[src/design/bpu_cfg.svh]
`ifndef BPU_CFG_SVH
`define BPU_CFG_SVH

// address and instruction width
`define BPU_XLEN 32

// bimodal direction table, indexed by pc[7:2]
`define BPU_BIM_ENTRIES 64

// direct-mapped btb, indexed by pc[5:2], tag is pc[31:6]
`define BPU_BTB_ENTRIES 16

// return address stack
`define BPU_RAS_DEPTH 8

`endif

[src/design/bpu_pkg.sv]
`include "bpu_cfg.svh"

package bpu_pkg;

    typedef logic [`BPU_XLEN-1:0] addr_t;

    typedef logic [1:0] ctr_t;  // 2 and 3 mean taken

    // major opcodes of the control transfers
    typedef enum logic [6:0] {
        OP_BRANCH = 7'b1100011,
        OP_JAL    = 7'b1101111,
        OP_JALR   = 7'b1100111
    } opcode_e;

    typedef struct packed {
        logic       imm12;
        logic [5:0] imm10_5;
        logic [4:0] rs2;
        logic [4:0] rs1;
        logic [2:0] funct3;
        logic [3:0] imm4_1;
        logic       imm11;
        opcode_e    opcode;
    } b_fmt_t;

    typedef struct packed {
        logic       imm20;
        logic [9:0] imm10_1;
        logic       imm11;
        logic [7:0] imm19_12;
        logic [4:0] rd;
        opcode_e    opcode;
    } j_fmt_t;

    typedef struct packed {
        logic [11:0] imm12;
        logic [4:0]  rs1;
        logic [2:0]  funct3;
        logic [4:0]  rd;
        opcode_e     opcode;
    } i_fmt_t;

    // one fetched word, read through whichever format applies
    typedef union packed {
        b_fmt_t b_fmt;
        j_fmt_t j_fmt;
        i_fmt_t i_fmt;
    } inst_u;

endpackage

[src/design/bimodal_table.sv]
`timescale 1ns/1ps
`include "bpu_cfg.svh"

module bimodal_table (
    input  logic           clk,
    input  logic           rst,
    input  bpu_pkg::addr_t rd_pc_i,
    output logic           rd_taken_o,
    input  logic           upd_valid_i,
    input  bpu_pkg::addr_t upd_pc_i,
    input  logic           upd_taken_i
);

    localparam int IDX_W = $clog2(`BPU_BIM_ENTRIES);

    bpu_pkg::ctr_t ctr_q [`BPU_BIM_ENTRIES];

    logic [IDX_W-1:0] rd_idx;
    logic [IDX_W-1:0] upd_idx;
    bpu_pkg::ctr_t    upd_ctr;

    // word-aligned pc bits select the counter
    assign rd_idx  = rd_pc_i[IDX_W+1:2];
    assign upd_idx = upd_pc_i[IDX_W+1:2];

    assign rd_taken_o = ctr_q[rd_idx][1];  // msb is the direction
    assign upd_ctr    = ctr_q[upd_idx];

    always_ff @(posedge clk or posedge rst) begin
        if (rst) begin
            // weakly not taken everywhere
            for (int i = 0; i < `BPU_BIM_ENTRIES; i++) begin
                ctr_q[i] <= 2'd1;
            end
        end else if (upd_valid_i) begin
            if (upd_taken_i) begin
                if (upd_ctr != 2'd3) begin
                    ctr_q[upd_idx] <= upd_ctr + 2'd1;
                end
            end else begin
                if (upd_ctr != 2'd0) begin
                    ctr_q[upd_idx] <= upd_ctr - 2'd1;
                end
            end
        end
    end

endmodule

[src/design/bpu_top.sv]
`timescale 1ns/1ps
`include "bpu_cfg.svh"

module bpu_top (
    input  logic                 clk,
    input  logic                 rst,
    // fetch
    input  bpu_pkg::addr_t       if_pc_i,
    input  logic [`BPU_XLEN-1:0] if_inst_i,
    // execute feedback
    input  logic                 ex_valid_i,
    input  logic                 ex_taken_i,
    input  bpu_pkg::addr_t       ex_pc_i,
    input  logic [`BPU_XLEN-1:0] ex_inst_i,
    input  bpu_pkg::addr_t       ex_target_i,
    // call push from decode
    input  logic                 id_push_valid_i,
    input  bpu_pkg::addr_t       id_push_data_i,
    input  logic                 stall_i,
    output logic                 is_ctrl_o,
    output logic                 pred_taken_o,
    output bpu_pkg::addr_t       pred_pc_o
);

    logic           if_branch, if_jal, if_jalr, if_ret;
    bpu_pkg::addr_t if_b_off, if_j_off;
    logic           ex_branch, ex_ret;
    logic           bim_taken;
    logic           btb_hit;
    bpu_pkg::addr_t btb_target;
    logic           ras_valid;
    bpu_pkg::addr_t ras_top;
    logic           ras_push, ras_pop;
    bpu_pkg::addr_t pc_plus4;

    inst_classify if_cls (
        .inst_i      (if_inst_i),
        .is_branch_o (if_branch),
        .is_jal_o    (if_jal),
        .is_jalr_o   (if_jalr),
        .is_ret_o    (if_ret),
        .b_offset_o  (if_b_off),
        .j_offset_o  (if_j_off)
    );

    // only the class matters at execute
    inst_classify ex_cls (
        .inst_i      (ex_inst_i),
        .is_branch_o (ex_branch),
        .is_jal_o    (),
        .is_jalr_o   (),
        .is_ret_o    (ex_ret),
        .b_offset_o  (),
        .j_offset_o  ()
    );

    bimodal_table u_bim (
        .clk         (clk),
        .rst         (rst),
        .rd_pc_i     (if_pc_i),
        .rd_taken_o  (bim_taken),
        .upd_valid_i (ex_valid_i && ex_branch),  // direction only for branches
        .upd_pc_i    (ex_pc_i),
        .upd_taken_i (ex_taken_i)
    );

    btb u_btb (
        .clk         (clk),
        .rst         (rst),
        .rd_pc_i     (if_pc_i),
        .hit_o       (btb_hit),
        .target_o    (btb_target),
        .wr_valid_i  (ex_valid_i && ex_taken_i),  // allocate on taken
        .wr_pc_i     (ex_pc_i),
        .wr_target_i (ex_target_i)
    );

    // stack frozen during stall
    assign ras_push = id_push_valid_i && !stall_i;
    assign ras_pop  = ex_valid_i && ex_taken_i && ex_ret && !stall_i;

    ras u_ras (
        .clk         (clk),
        .rst         (rst),
        .push_i      (ras_push),
        .push_data_i (id_push_data_i),
        .pop_i       (ras_pop),
        .top_valid_o (ras_valid),
        .top_o       (ras_top)
    );

    assign pc_plus4  = if_pc_i + bpu_pkg::addr_t'(4);
    assign is_ctrl_o = if_branch || if_jal || if_jalr;

    // prediction select
    always_comb begin
        pred_taken_o = 1'b0;
        pred_pc_o    = pc_plus4;
        if (if_ret) begin
            if (ras_valid) begin
                pred_taken_o = 1'b1;
                pred_pc_o    = ras_top;
            end
        end else if (if_jal) begin
            pred_taken_o = 1'b1;
            pred_pc_o    = btb_hit ? btb_target : if_pc_i + if_j_off;
        end else if (if_branch && bim_taken) begin
            pred_taken_o = 1'b1;
            pred_pc_o    = btb_hit ? btb_target : if_pc_i + if_b_off;
        end
        // plain jalr falls through as not taken
    end

endmodule

[src/design/btb.sv]
`timescale 1ns/1ps
`include "bpu_cfg.svh"

module btb (
    input  logic           clk,
    input  logic           rst,
    input  bpu_pkg::addr_t rd_pc_i,
    output logic           hit_o,
    output bpu_pkg::addr_t target_o,
    input  logic           wr_valid_i,
    input  bpu_pkg::addr_t wr_pc_i,
    input  bpu_pkg::addr_t wr_target_i
);

    localparam int IDX_W = $clog2(`BPU_BTB_ENTRIES);
    localparam int TAG_W = `BPU_XLEN - IDX_W - 2;

    logic             valid_q  [`BPU_BTB_ENTRIES];
    logic [TAG_W-1:0] tag_q    [`BPU_BTB_ENTRIES];
    bpu_pkg::addr_t   target_q [`BPU_BTB_ENTRIES];

    logic [IDX_W-1:0] rd_idx;
    logic [TAG_W-1:0] rd_tag;
    logic [IDX_W-1:0] wr_idx;
    logic [TAG_W-1:0] wr_tag;

    assign rd_idx = rd_pc_i[IDX_W+1:2];
    assign rd_tag = rd_pc_i[`BPU_XLEN-1:IDX_W+2];
    assign wr_idx = wr_pc_i[IDX_W+1:2];
    assign wr_tag = wr_pc_i[`BPU_XLEN-1:IDX_W+2];

    // lookup
    assign hit_o    = valid_q[rd_idx] && (tag_q[rd_idx] == rd_tag);
    assign target_o = target_q[rd_idx];

    always_ff @(posedge clk or posedge rst) begin
        if (rst) begin
            for (int i = 0; i < `BPU_BTB_ENTRIES; i++) begin
                valid_q[i] <= 1'b0;
            end
        end else if (wr_valid_i) begin
            valid_q[wr_idx] <= 1'b1;
        end
    end

    // tag and target just follow the write, old entry is replaced
    always_ff @(posedge clk) begin
        if (wr_valid_i) begin
            tag_q[wr_idx]    <= wr_tag;
            target_q[wr_idx] <= wr_target_i;
        end
    end

endmodule

[src/design/inst_classify.sv]
`timescale 1ns/1ps
`include "bpu_cfg.svh"

module inst_classify (
    input  bpu_pkg::inst_u inst_i,
    output logic           is_branch_o,
    output logic           is_jal_o,
    output logic           is_jalr_o,
    output logic           is_ret_o,
    output bpu_pkg::addr_t b_offset_o,
    output bpu_pkg::addr_t j_offset_o
);

    logic rs1_is_link;
    logic rd_is_zero;

    // opcode sits at the same place in every format
    assign is_branch_o = (inst_i.b_fmt.opcode == bpu_pkg::OP_BRANCH);
    assign is_jal_o    = (inst_i.j_fmt.opcode == bpu_pkg::OP_JAL);
    assign is_jalr_o   = (inst_i.i_fmt.opcode == bpu_pkg::OP_JALR);

    // ra or t0 as the link register
    assign rs1_is_link = (inst_i.i_fmt.rs1 == 5'd1) || (inst_i.i_fmt.rs1 == 5'd5);
    assign rd_is_zero  = (inst_i.i_fmt.rd == 5'd0);

    // jalr x0, 0(ra|t0)
    assign is_ret_o = is_jalr_o && rd_is_zero && rs1_is_link
                      && (inst_i.i_fmt.imm12 == 12'd0);

    // sign-extended B-type offset
    assign b_offset_o = {
        {(`BPU_XLEN-12){inst_i.b_fmt.imm12}},
        inst_i.b_fmt.imm11,
        inst_i.b_fmt.imm10_5,
        inst_i.b_fmt.imm4_1,
        1'b0
    };

    // sign-extended J-type offset
    assign j_offset_o = {
        {(`BPU_XLEN-20){inst_i.j_fmt.imm20}},
        inst_i.j_fmt.imm19_12,
        inst_i.j_fmt.imm11,
        inst_i.j_fmt.imm10_1,
        1'b0
    };

endmodule

[src/design/ras.sv]
`timescale 1ns/1ps
`include "bpu_cfg.svh"

module ras (
    input  logic           clk,
    input  logic           rst,
    input  logic           push_i,
    input  bpu_pkg::addr_t push_data_i,
    input  logic           pop_i,
    output logic           top_valid_o,
    output bpu_pkg::addr_t top_o
);

    localparam int PTR_W = $clog2(`BPU_RAS_DEPTH);
    localparam int SP_W  = $clog2(`BPU_RAS_DEPTH + 1);

    bpu_pkg::addr_t stack_q [`BPU_RAS_DEPTH];

    logic [SP_W-1:0]  sp_q;       // next free slot, 0 means empty
    logic [SP_W-1:0]  sp_popped;  // pointer after an eventual pop
    logic [SP_W-1:0]  sp_next;
    logic [PTR_W-1:0] top_idx;
    logic             empty;
    logic             push_ok;

    assign empty = (sp_q == '0);

    // pop is ignored on empty stack
    assign sp_popped = (pop_i && !empty) ? sp_q - SP_W'(1) : sp_q;

    // push after pop, dropped when full
    assign push_ok = push_i && (sp_popped < SP_W'(`BPU_RAS_DEPTH));
    assign sp_next = push_ok ? sp_popped + SP_W'(1) : sp_popped;

    assign top_idx = PTR_W'(sp_q - SP_W'(1));

    // same-cycle push is visible to the prediction
    assign top_valid_o = push_i || !empty;
    assign top_o       = push_i ? push_data_i : stack_q[top_idx];

    always_ff @(posedge clk or posedge rst) begin
        if (rst) begin
            sp_q <= '0;
        end else begin
            sp_q <= sp_next;
        end
    end

    always_ff @(posedge clk) begin
        if (push_ok) begin
            stack_q[sp_popped[PTR_W-1:0]] <= push_data_i;
        end
    end

endmodule

[config.mk]
export PLATFORM = sky130hd
export DESIGN_NAME = bpu_top
export DESIGN_NICKNAME = d
export VERILOG_FILES = /design/src/design/bpu_pkg.sv /design/src/design/bimodal_table.sv /design/src/design/bpu_top.sv /design/src/design/btb.sv /design/src/design/inst_classify.sv /design/src/design/ras.sv
export VERILOG_INCLUDE_DIRS = /design/src /design/src/design
export SDC_FILE = /design/constraint.sdc
export NUM_CORES = 2
export LEC_CHECK = 0
export BUFFER_PORTS_ARGS = -buffer_cell sky130_fd_sc_hd__buf_4
export CAP_MARGIN = 20
export CORE_ASPECT_RATIO = 1.4
export CORE_MARGIN = 3
export CORE_UTILIZATION = 47
export DETAILED_ROUTE_END_ITERATION = 10
export GPL_TIMING_DRIVEN = 0
export HOLD_SLACK_MARGIN = 0.15
export PLACE_DENSITY = 0.68
export SETUP_SLACK_MARGIN = 0.1
export SKIP_CTS_REPAIR_TIMING = 1
export SLEW_MARGIN = 20
export SYNTH_ARGS = -nofsm -noshare
export SYNTH_HDL_FRONTEND = slang
export SYNTH_HIERARCHICAL = 1
export SYNTH_SLANG_ARGS = --single-unit
[constraint.sdc]
create_clock -name clk -period 4.8 [get_ports clk]
set_input_delay 0.72 -clock clk [delete_from_list [all_inputs] [get_ports clk]]
set_output_delay 0.72 -clock clk [all_outputs]
set_load 0.005 [all_outputs]
==> summary.txt <==
Outcome
  – Status: finished, violations left
  – Failing checks: setup timing

Final layout
  – Nets@finish: between 4,000 and 5,000
  – Finished Layout Cells: 5,901
  – Post-route cell area: slightly above 70,000 sq um
  – Final Util: 55.9%
  – Fillers: around 10,000
  – Area growth, synth to finish: 17.7%
  – Share of layout cells above drive strength 1: 35.6%

Global route
  – Initial antenna violation count: 29
  – First-pass GRT wire length: 269,000 um
  – Total grt overflow: 0
  – Vias in the first global route: roughly 37,000
  – Total Routing Usage GR: between 20% and 30%
  – Largest net degree at the start of global routing: 75

Route
  – Avg Vias per Cell: 6.36
  – Met2 wire len: ~94,000 um
  – First-pass DRT Iterations: 6
  – Drt initial violations: 4,031
  – DR WL met3: 16,100 um
  – Top layer in use: met5
  – Final wirelength: 190,000 um
  – Post-route DRC: 0
  – Routed length per instance: 32.2 um
  – ANT nets after route: 0
  – DR vias: about 38,000
  – Routed met1 length: about 71,000 um

Critical path
  – Critical path required time: 4.08 ns
  – Crit Path Max Fanout: 9
  – Crit-path slowest cell: nor2_1
  – Setup CP Type: input port to output port
  – CP max stage delay: 0.65 ns
  – Buf/Inv on CP: 6
  – Critical path cell sequence: buf_4 > buf_6 > nor2_1 > a22oi_2 > nand3_1 > xor2_1 > or4_1 > or4_4 > nor4_4 > buf_4 > buf_6 > inv_8 > and3_4 > mux2_4 > o41ai_4 > a21oi_2 > buf_4
  – Crit path max-delay family: simple AND/OR/NAND/NOR gates
  – Crit path capture type: output port
  – CP startpoint kind: input port
  – WP data arrival: 5.07 ns
  – CP most frequent cell: buf_4

Floorplanning
  – Die area: 134,000 sq um
  – Die Y-Extent: 432 um
  – Num rows: 155
  – Core ar.: 128,000 sq um
  – I/O pin count: 232
  – DIE WIDTH: ~310 um
  – Initial Util: 47.5%

Timing
  – Final min period: 5.79 ns
  – Final Hold Viols: 0
  – Final Max Tran Viols: 0
  – Worst slew pin tran: about 1.1 ns
  – Max Freq: 0.173 GHz
  – Worst clock skew: 0.0388 ns
  – Number of setup violations in the final report: 32
  – Setup_tns: -25.47 ns
  – Setup ws final: -0.993 ns
  – Period utilization: 121%
  – Unrepaired setup endpoints after global routing: yes
  – Slew margin rel.: 29.3%

Place
  – Post-place setup slack: -3.01 ns
  – Buffers added on ports: 220
  – Dpl cell area: 66,700 sq um
  – Dpl cells: 5,656
  – Routability cong.: between 0.9 and 1
  – HPWL Detailed: 139,000 um

Power
  – Leakage: 0.0246 uW
  – Psw: 7610 uW
  – Comb power frac: 19.1%
  – Share of power burned in registers: 46.3%
  – Maximum vdd drop: around 330 uV
  – PD cells: 390 nW/um^2
  – Cell Int Power: 20,300 uW
  – Clock power frac: between 30% and 40%
  – Sw Share: between 20% and 30%

Synth
  – Avg Synthesized Cell Area: 16.5 sq um
  – Mapped Cells: 3,687
  – Synth Warn #: 6
  – Syn Std Cell Area: 60,800 sq um

CTS
  – Root Driver: clkbuf_16
  – Htree depth: 3
  – Clock-pin slew on the worst setup and hold paths: 0.07 ns
  – Clock buffer depth: 3
  – CTS sink count: about 1,300
  – Clk_lat worst skew: 0.78 ns
  – TritonCTS clock tree: yes
  – Number of CTS-inserted buffers: 119

Flow run
  – Max_cap viols: 0

Worst hold path
  – Hold WC Path Type: input port to register
registers in the layout, indices dropped and copies added (netlist names), named ones only:
signal and cells:
u_btb/target_q 512, u_btb/tag_q 416, u_ras/stack_q 256, u_bim/ctr_q 64, u_btb/valid_q 16, u_ras/sp_q 4
through the flow:
stage                     hold WS, ns  power [uW]
after floorplan                 0.434       16300
after global placement          0.445       18200
after detailed placement        0.449       18400
after CTS                     -0.0893       28000
after global routing            0.190       28800
final                           0.207       27900
placed cells by master (no fill, tap or decap), types with 35 or more instances in the layout:
master     instances
dfrtp_1           84
edfxtp_1        1184
buf_8             51
mux4_2           294
buf_2             38
clkbuf_16        121
nand2_1          217
nor2_1           115
mux2_2           244
buf_6             45
nand3_1           49
ha_1              66
buf_4            307
xnor2_1           49
o31ai_1           39
mux2i_1           95
dfstp_2           64
clkbuf_1          70
inv_1             44
o22ai_1           67
o21ai_0           61
a21oi_1          103
nand4_1           35
power groups by stage:
stage	combinational, uW	sequential, uW	clock [uW]
4_1_cts	5220	12900	9820
2_1_floorplan	3160	13200	0
3_3_place_gp	5050	13200	0
6_report	5350	12900	9670
3_5_place_dp	5190	13200	0
5_1_grt	5600	12900	10200
final cells by class:
class                      instances  area, sq um  area share (%)
tap                             1648         2060            2.88
timing repair buffer             329         3520            4.92
clock inverter                    81          838            1.17
inverter                          49          203           0.283
sequential                      1332        39300            54.9
multi-input combinational       2049        20500            28.6
antenna                           15         37.5          0.0524
buffer                           258         2040            2.84
clock buffer                     140         3100            4.33
worst paths after layout:
| check | startpoint | endpoint | slack, ns | cells after the start |
|---|---|---|---|---|
| max reg2reg | u_bim/ctr_q[55] | u_bim/ctr_q[15] | 0.48 | 12 |
| min in group asynchronous | rst | u_ras/sp_q[0] | 0.52 | 3 |
| max | if_pc_i[4] | pred_pc_o[22] | -0.99 | 17 |
| min | id_push_data_i[10] | u_ras/stack_q[3][10] | 0.21 | 1 |
| max in group asynchronous | rst | async pin | 3.44 | 4 |
| min reg2reg | u_btb/valid_q[9] | u_btb/valid_q[9] | 0.47 | 1 |
per-layer routing:
layer  GRT usage [%]  up-vias
met2            47.2     1827
met4            12.8       20
li1                -    15700
met5               0        -
met1            35.3    19600
met3            6.29      388
worst register-to-register path, delay by kind of cell (launching register included):
kind | cells | cell delay [ns]
buffers and inverters | 1 | 0.22
adder cells (fa/ha/maj) | 1 | 0.19
AO/OA/AOI/OAI | 1 | 0.40
multiplexers | 4 | 1.27
AND/OR/NAND/NOR | 5 | 1.75
flip-flops | 1 | 0.42
Note: power is estimated with default switching activity, not from simulation.
